File: src/controlPkg.sv
package controlPkg;

	// Instruction fields
	typedef logic [5:0] opcodeT;
	typedef logic [5:0] functT;

	// Datapath selectors
	typedef logic [1:0] aluSrcAT;
	typedef logic [2:0] aluSrcBT;
	typedef logic [2:0] aluOpT;
	typedef logic [2:0] pcSourceT;
	typedef logic [2:0] shiftCtrlT;
	typedef logic [2:0] regDstT;
	typedef logic [3:0] memToRegT;

	typedef enum logic [6:0] {
		stFetch      = 7'd0,
		stWaitFetch  = 7'd1,
		stWaitFetch2 = 7'd2,
		stDecode     = 7'd3,
		stExecute    = 7'd4,
		stWriteBack  = 7'd5,
		stIdle       = 7'd127
	} controlStateT;

	typedef enum logic [3:0] {
		clsAddi,
		clsAddiu,
		clsLui,
		clsAdd,
		clsSub,
		clsAnd,
		clsSrl,
		clsSra,
		clsBreak,
		clsUnsupported
	} instrClassT;

	localparam opcodeT opRType = 6'd0;
	localparam opcodeT opAddi  = 6'd8;
	localparam opcodeT opAddiu = 6'd9;
	localparam opcodeT opLui   = 6'd15;

	localparam functT fnAdd   = 6'd32;
	localparam functT fnSub   = 6'd34;
	localparam functT fnAnd   = 6'd36;
	localparam functT fnSrl   = 6'd2;
	localparam functT fnSra   = 6'd3;
	localparam functT fnBreak = 6'd13;

	localparam aluOpT aluNone = 3'd0;
	localparam aluOpT aluAdd  = 3'd1;
	localparam aluOpT aluSub  = 3'd2;
	localparam aluOpT aluAnd  = 3'd3;

	localparam aluSrcAT srcARegA = 2'd2;

	localparam aluSrcBT srcBRegB   = 3'd0;
	localparam aluSrcBT srcBFour   = 3'd1;
	localparam aluSrcBT srcBImm    = 3'd2;
	localparam aluSrcBT srcBBranch = 3'd4;

	localparam pcSourceT pcFromAlu = 3'd1;

	localparam shiftCtrlT shiftLoad  = 3'd1;
	localparam shiftCtrlT shiftRight = 3'd3;
	localparam shiftCtrlT shiftArith = 3'd4;

	localparam regDstT regDstRt  = 3'd0;
	localparam regDstT regDstImm = 3'd2;
	localparam regDstT regDstRd  = 3'd5;

	localparam memToRegT memToRegShift = 4'd3;
	localparam memToRegT memToRegAlu   = 4'd8;
	localparam memToRegT memToRegUpper = 4'd10;

endpackage

File: src/instructionDecoder.sv
`timescale 1ns/100ps

module instructionDecoder (
	input  controlPkg::opcodeT     opcode,
	input  controlPkg::functT      funct,
	output controlPkg::instrClassT instrClass
);

	import controlPkg::*;

	// R-type instructions are told apart by funct
	instrClassT rTypeClass;

	always_comb begin
		case (funct)
			fnAdd: begin
				rTypeClass = clsAdd;
			end
			fnSub: begin
				rTypeClass = clsSub;
			end
			fnAnd: begin
				rTypeClass = clsAnd;
			end
			fnSrl: begin
				rTypeClass = clsSrl;
			end
			fnSra: begin
				rTypeClass = clsSra;
			end
			fnBreak: begin
				rTypeClass = clsBreak;
			end
			default: begin
				rTypeClass = clsUnsupported;
			end
		endcase
	end

	always_comb begin
		case (opcode)
			opRType: begin
				instrClass = rTypeClass;
			end
			opAddi: begin
				instrClass = clsAddi;
			end
			opAddiu: begin
				instrClass = clsAddiu;
			end
			opLui: begin
				instrClass = clsLui;
			end
			default: begin
				instrClass = clsUnsupported;
			end
		endcase
	end

endmodule

File: src/controlSequencer.sv
`timescale 1ns/100ps

module controlSequencer (
	input                          clock,
	input                          reset,
	input  controlPkg::instrClassT instrClass,
	output controlPkg::controlStateT state,
	output controlPkg::instrClassT latchedClass
);

	import controlPkg::*;

	controlStateT nextState;

	always_ff @(posedge clock) begin
		if (reset) begin
			state <= stFetch;
			latchedClass <= clsUnsupported;
		end else begin
			state <= nextState;
			// Opcode and funct are only trusted in decode
			if (state == stDecode) begin
				latchedClass <= instrClass;
			end
		end
	end

	always_comb begin
		case (state)
			stFetch: begin
				nextState = stWaitFetch;
			end
			stWaitFetch: begin
				nextState = stWaitFetch2;
			end
			stWaitFetch2: begin
				nextState = stDecode;
			end
			stDecode: begin
				nextState = stExecute;
			end
			stExecute: begin
				case (latchedClass)
					clsAddi, clsAddiu, clsAdd, clsSub, clsAnd, clsSrl, clsSra: begin
						nextState = stWriteBack;
					end
					clsBreak: begin
						nextState = stFetch;
					end
					default: begin
						// LUI writes in execute, unsupported does nothing
						nextState = stIdle;
					end
				endcase
			end
			stWriteBack: begin
				nextState = stIdle;
			end
			stIdle: begin
				nextState = stFetch;
			end
			default: begin
				nextState = stFetch;
			end
		endcase
	end

endmodule

File: src/controlSignalTable.sv
`timescale 1ns/100ps

module controlSignalTable (
	input  controlPkg::controlStateT state,
	input  controlPkg::instrClassT   latchedClass,
	output logic                     pcWrite,
	output logic                     regWrite,
	output logic                     irWrite,
	output logic                     writeRegA,
	output logic                     writeRegB,
	output logic                     aluOutControl,
	output logic                     shiftSrc,
	output logic                     shiftAmt,
	output controlPkg::aluSrcAT      aluSrcA,
	output controlPkg::aluSrcBT      aluSrcB,
	output controlPkg::aluOpT        aluOp,
	output controlPkg::pcSourceT     pcSource,
	output controlPkg::shiftCtrlT    shiftCtrl,
	output controlPkg::regDstT       regDst,
	output controlPkg::memToRegT     memToReg
);

	import controlPkg::*;

	always_comb begin
		// Everything inactive unless a state sets it
		pcWrite = 1'b0;
		regWrite = 1'b0;
		irWrite = 1'b0;
		writeRegA = 1'b0;
		writeRegB = 1'b0;
		aluOutControl = 1'b0;
		shiftSrc = 1'b0;
		shiftAmt = 1'b0;
		aluSrcA = '0;
		aluSrcB = '0;
		aluOp = aluNone;
		pcSource = '0;
		shiftCtrl = '0;
		regDst = '0;
		memToReg = '0;

		case (state)
			stFetch: begin
				// PC + 4
				pcWrite = 1'b1;
				aluSrcB = srcBFour;
				aluOp = aluAdd;
				pcSource = pcFromAlu;
				regDst = regDstRd;
			end
			stWaitFetch2: begin
				irWrite = 1'b1;
			end
			stDecode: begin
				irWrite = 1'b1;
				writeRegA = 1'b1;
				writeRegB = 1'b1;
				// Branch target computed ahead of time
				aluOutControl = 1'b1;
				aluSrcB = srcBBranch;
				aluOp = aluAdd;
				shiftSrc = 1'b1;
				shiftCtrl = shiftLoad;
			end
			stExecute: begin
				case (latchedClass)
					clsAddi, clsAddiu: begin
						aluSrcA = srcARegA;
						aluSrcB = srcBImm;
						aluOp = aluAdd;
						aluOutControl = 1'b1;
						regDst = (latchedClass == clsAddi) ? regDstImm : regDstRt;
					end
					clsAdd, clsSub, clsAnd: begin
						aluSrcA = srcARegA;
						aluSrcB = srcBRegB;
						aluOutControl = 1'b1;
						if (latchedClass == clsSub) begin
							aluOp = aluSub;
						end else if (latchedClass == clsAnd) begin
							aluOp = aluAnd;
						end else begin
							aluOp = aluAdd;
						end
					end
					clsSrl: begin
						shiftAmt = 1'b1;
						shiftCtrl = shiftRight;
					end
					clsSra: begin
						shiftAmt = 1'b1;
						shiftCtrl = shiftArith;
					end
					clsLui: begin
						regWrite = 1'b1;
						regDst = regDstImm;
						memToReg = memToRegUpper;
					end
					clsBreak: begin
						pcWrite = 1'b1;
						aluSrcB = srcBFour;
						aluOp = aluSub;
						pcSource = pcFromAlu;
					end
					default: begin
						// Unsupported code, nothing driven
					end
				endcase
			end
			stWriteBack: begin
				case (latchedClass)
					clsAddi, clsAddiu: begin
						regWrite = 1'b1;
						regDst = regDstImm;
						memToReg = memToRegAlu;
					end
					clsAdd, clsSub, clsAnd: begin
						regWrite = 1'b1;
						regDst = regDstRd;
						memToReg = memToRegAlu;
					end
					clsSrl, clsSra: begin
						regWrite = 1'b1;
						regDst = regDstRd;
						memToReg = memToRegShift;
					end
					default: begin
					end
				endcase
			end
			default: begin
				// Wait states and idle leave all outputs low
			end
		endcase
	end

endmodule

File: src/controlUnit.sv
`timescale 1ns/100ps

module controlUnit (
	input                            clock,
	input                            reset,
	input  controlPkg::opcodeT       opcode,
	input  controlPkg::functT        funct,
	output logic                     pcWrite,
	output logic                     regWrite,
	output logic                     irWrite,
	output logic                     writeRegA,
	output logic                     writeRegB,
	output logic                     aluOutControl,
	output logic                     shiftSrc,
	output logic                     shiftAmt,
	output controlPkg::aluSrcAT      aluSrcA,
	output controlPkg::aluSrcBT      aluSrcB,
	output controlPkg::aluOpT        aluOp,
	output controlPkg::pcSourceT     pcSource,
	output controlPkg::shiftCtrlT    shiftCtrl,
	output controlPkg::regDstT       regDst,
	output controlPkg::memToRegT     memToReg,
	output controlPkg::controlStateT state
);

	import controlPkg::*;

	instrClassT instrClass;
	instrClassT latchedClass;

	instructionDecoder instructionDecoder_inst (
		.opcode     (opcode),
		.funct      (funct),
		.instrClass (instrClass)
	);

	// Class is held from decode until the next decode
	controlSequencer controlSequencer_inst (
		.clock        (clock),
		.reset        (reset),
		.instrClass   (instrClass),
		.state        (state),
		.latchedClass (latchedClass)
	);

	controlSignalTable controlSignalTable_inst (
		.state         (state),
		.latchedClass  (latchedClass),
		.pcWrite       (pcWrite),
		.regWrite      (regWrite),
		.irWrite       (irWrite),
		.writeRegA     (writeRegA),
		.writeRegB     (writeRegB),
		.aluOutControl (aluOutControl),
		.shiftSrc      (shiftSrc),
		.shiftAmt      (shiftAmt),
		.aluSrcA       (aluSrcA),
		.aluSrcB       (aluSrcB),
		.aluOp         (aluOp),
		.pcSource      (pcSource),
		.shiftCtrl     (shiftCtrl),
		.regDst        (regDst),
		.memToReg      (memToReg)
	);

endmodule

File: config.mk
export PLATFORM = sky130hd
export DESIGN_NAME = controlUnit
export DESIGN_NICKNAME = d
export VERILOG_FILES = /design/src/controlPkg.sv /design/src/instructionDecoder.sv /design/src/controlSequencer.sv /design/src/controlSignalTable.sv /design/src/controlUnit.sv
export SDC_FILE = /design/constraint.sdc
export NUM_CORES = 1
export LEC_CHECK = 0
export ABC_AREA = 1
export ABC_CLOCK_PERIOD_IN_PS = 2000
export BUFFER_PORTS_ARGS = -buffer_cell sky130_fd_sc_hd__buf_2
export CORE_MARGIN = 4
export CORE_UTILIZATION = 49
export CTS_CLUSTER_DIAMETER = 200
export DETAILED_ROUTE_END_ITERATION = 12
export PLACE_DENSITY = 0.85
export REMOVE_ABC_BUFFERS = 1
export SYNTH_ARGS = -nofsm -noshare
export SYNTH_HDL_FRONTEND = slang
export SYNTH_SLANG_ARGS = --single-unit
File: constraint.sdc
create_clock -name clock -period 2 [get_ports clock]
set_input_delay 0.1 -clock clock [delete_from_list [all_inputs] [get_ports clock]]
set_output_delay 0.1 -clock clock [all_outputs]
set_load 0.02 [all_outputs]
==> flow_summary.json <==
{
  "status": "finished clean",
  "routabilityCongestion": 0.846,
  "finClkSkew_ps": 1.48,
  "vias_per_cell": 4.96,
  "hold_violations": 0,
  "root_buffer": "clkbuf_4",
  "timing.rr.start": "controlSequencer_inst.state[5]",
  "grt.overflow.total": 0,
  "ys.flop_type": "dfxtp_1",
  "tns_ps": 0,
  "grt_usage_pct": 17.0,
  "r2r_slack_ps": 540,
  "end_kind": "output pin",
  "syn_area_per_cell_um2": 6.41,
  "cts_buffers": 3,
  "fin_crit_sh_pct": 89.8,
  "final_core_util_pct": 64.9,
  "setup_viol": 0,
  "pwr-share-comb_pct": 64.2,
  "switching_share_pct": 53.2,
  "clkPwrFrac_pct": 10.6,
  "die_area_mm2": 0.00280,
  "p_leak_nw": 0.669,
  "p_per_area_mw_per_mm2": 1020,
  "hold_path_class": "input port to flip-flop",
  "synth-async-reset-ratio_pct": 0,
  "r2r_cells": 11,
  "die_w_um": 52.9,
  "routed_wl_mm": 2.24,
  "fin_area_mm2": 0.00118,
  "post_drt_wl_per_cell_um": 10.3,
  "io_pins": 50,
  "multiInputGateArea_um2": 587,
  "place_hpwl_mm": 1.96,
  "drt-initial-drc-count": 23,
  "regArea_um2": 200,
  "postRouteAntennaNets": 0,
  "place_ws_ps": 479,
  "vdd_drop_max_uv": 772,
  "io_buffers": 44,
  "whs_endpoint": "controlSequencer_inst.state[5]",
  "synth.yosys.seq_area_share_pct": 20.3,
  "fmax_ghz": 0.557,
  "die_h_um": 52.9,
  "min-delay-start": "reset",
  "synth_edf_count": 0,
  "htree_levels": 1,
  "start_util_pct": 54.2,
  "grt_pass1_vias": 950,
  "placedCellCount": 214,
  "synthDistinctLibCells": 36,
  "yosysWarnings": 0,
  "start_kind": "flip-flop",
  "post-cts-setup-buffers": 0,
  "fin_cells": 217,
  "cts.sink_count": 10,
  "diodes": 0,
  "synth-seq-cells": 10,
  "arrival_ps": 1700,
  "seq_power_share_pct": 25.2,
  "placed_cell_area_mm2": 0.00116,
  "cts_tree": "yes",
  "coreArea_mm2": 0.00182,
  "whs_path_depth": 2,
  "clockBufferDepth": 2,
  "num_rows": 15,
  "drc": 0,
  "cp_max_fo": 5,
  "rsz0062_at_grt": "no",
  "nNetsFinal": 208,
  "area_delta_synth_final_pct": 19.8,
  "final_layout_size_suffix_gt1_share_pct": 36.5,
  "firstDrtPassIters": 4,
  "grt_pass1_wl_mm": 3.74,
  "period_needed_ps": 1800,
  "grt_start_max_net_pins": 10,
  "vias": 1076,
  "antenna_found_initial": 0,
  "cap_violations": 0,
  "clk-insertion-delay-late_ps": 250,
  "layout_setup_ws_ps": 204,
  "maxSlewViolCount": 0,
  "fill_cells": 179,
  "intPower_mw": 0.563,
  "critPathKind": "flip-flop to output pin",
  "cts_resized": 0,
  "syn_area_um2": 987,
  "hold_buffers": 0,
  "cp.required_ps": 1900,
  "p_sw_mw": 0.641,
  "syn_inst": 154,
  "clkSlewWorstSetupHoldPaths_ps": 60
}
how the worst max path moves through the flow:
stage / slack (ps) / start / cells past startpoint / endpoint
2_1_floorplan: 40 / controlSequencer_inst.state[5] / 7 / aluOp[0]
3_3_place_gp: 560 / controlSequencer_inst.state[5] / 9 / flip-flop
3_5_place_dp: 480 / controlSequencer_inst.state[1] / 8 / aluOp[0]
4_1_cts: 200 / controlSequencer_inst.state[1] / 8 / aluOp[0]
5_1_grt: 70 / controlSequencer_inst.state[1] / 8 / aluOp[0]
6_report: 200 / controlSequencer_inst.state[1] / 8 / aluOp[0]
kinds of logic after synthesis:
| kind of cell | synth area share, % |
|---|---|
| flops | 20.3 |
| other cells | 0.380 |
| compound gates | 12.4 |
| buf+inv | 21.8 |
| simple gates | 45.1 |
worst max-delay path, cell delays in order (launching register included):
cell and delay [ps]:
dfxtp_1 310, inv_2 120, nand3_1 150, nor2_2 220, inv_2 90, nor2_1 130
a21oi_1 60, o211ai_1 180, buf_2 190
metrics by stage:
stage	hold WS, ps	total power [mW]
4_1_cts	66.9	1.21
6_report	74.2	1.20
2_1_floorplan	172	0.848
5_1_grt	86.1	1.30
3_5_place_dp	337	1.09
3_3_place_gp	332	1.07
power by group through the flow:
stage	logic, mW	clock network (mW)	registers (mW)
after global placement	0.765	0	0.306
after floorplan	0.510	0	0.338
after detailed placement	0.779	0	0.307
after CTS	0.779	0.130	0.303
final	0.773	0.127	0.303
after global routing	0.843	0.141	0.313
layer usage:
metal  part of all wire (%)  vias up  track usage, %
met5                      0        -               0
met4                      0        0            4.68
met3                    7.7        0            1.69
met2                     49       43            31.8
met1                     43      475            20.1
li1                       -      558               -
layout make-up:
cell class / count / share of cell area (%)
inverter: 29 / 10.3
timing repair buffer: 44 / 18.6
clock buffer: 3 / 1.90
multi-input combinational: 106 / 49.6
sequential: 10 / 16.9
tap: 25 / 2.65
synth_stat cells, types with 2 or more instances:
cell / count / area [µm²]
a21oi_1: 2 / 10.0
buf_4: 12 / 90.1
dfxtp_1: 10 / 200
inv_1: 22 / 82.6
inv_2: 5 / 18.8
nand2_1: 27 / 101
nand2_2: 4 / 25.0
nand3_1: 13 / 65.1
nand4_1: 6 / 37.5
nor2_1: 20 / 75.1
nor2_2: 2 / 12.5
nor3_1: 2 / 10.0
o21ai_0: 6 / 30.0
placed cells by master, fill, tap and decap left out, types with 2 or more instances in the layout:
master    count
nor2_2        2
clkbuf_4      3
nand3_1      13
buf_2        44
nand2_1      27
dfxtp_1      10
inv_2         5
nor2_1       20
nor3_1        2
inv_1        22
nand4_1       6
a21oi_1       2
conb_1        5
o21ai_0       6
nand2_2       4
No activity file was read; power rests on OpenSTA's default activity.
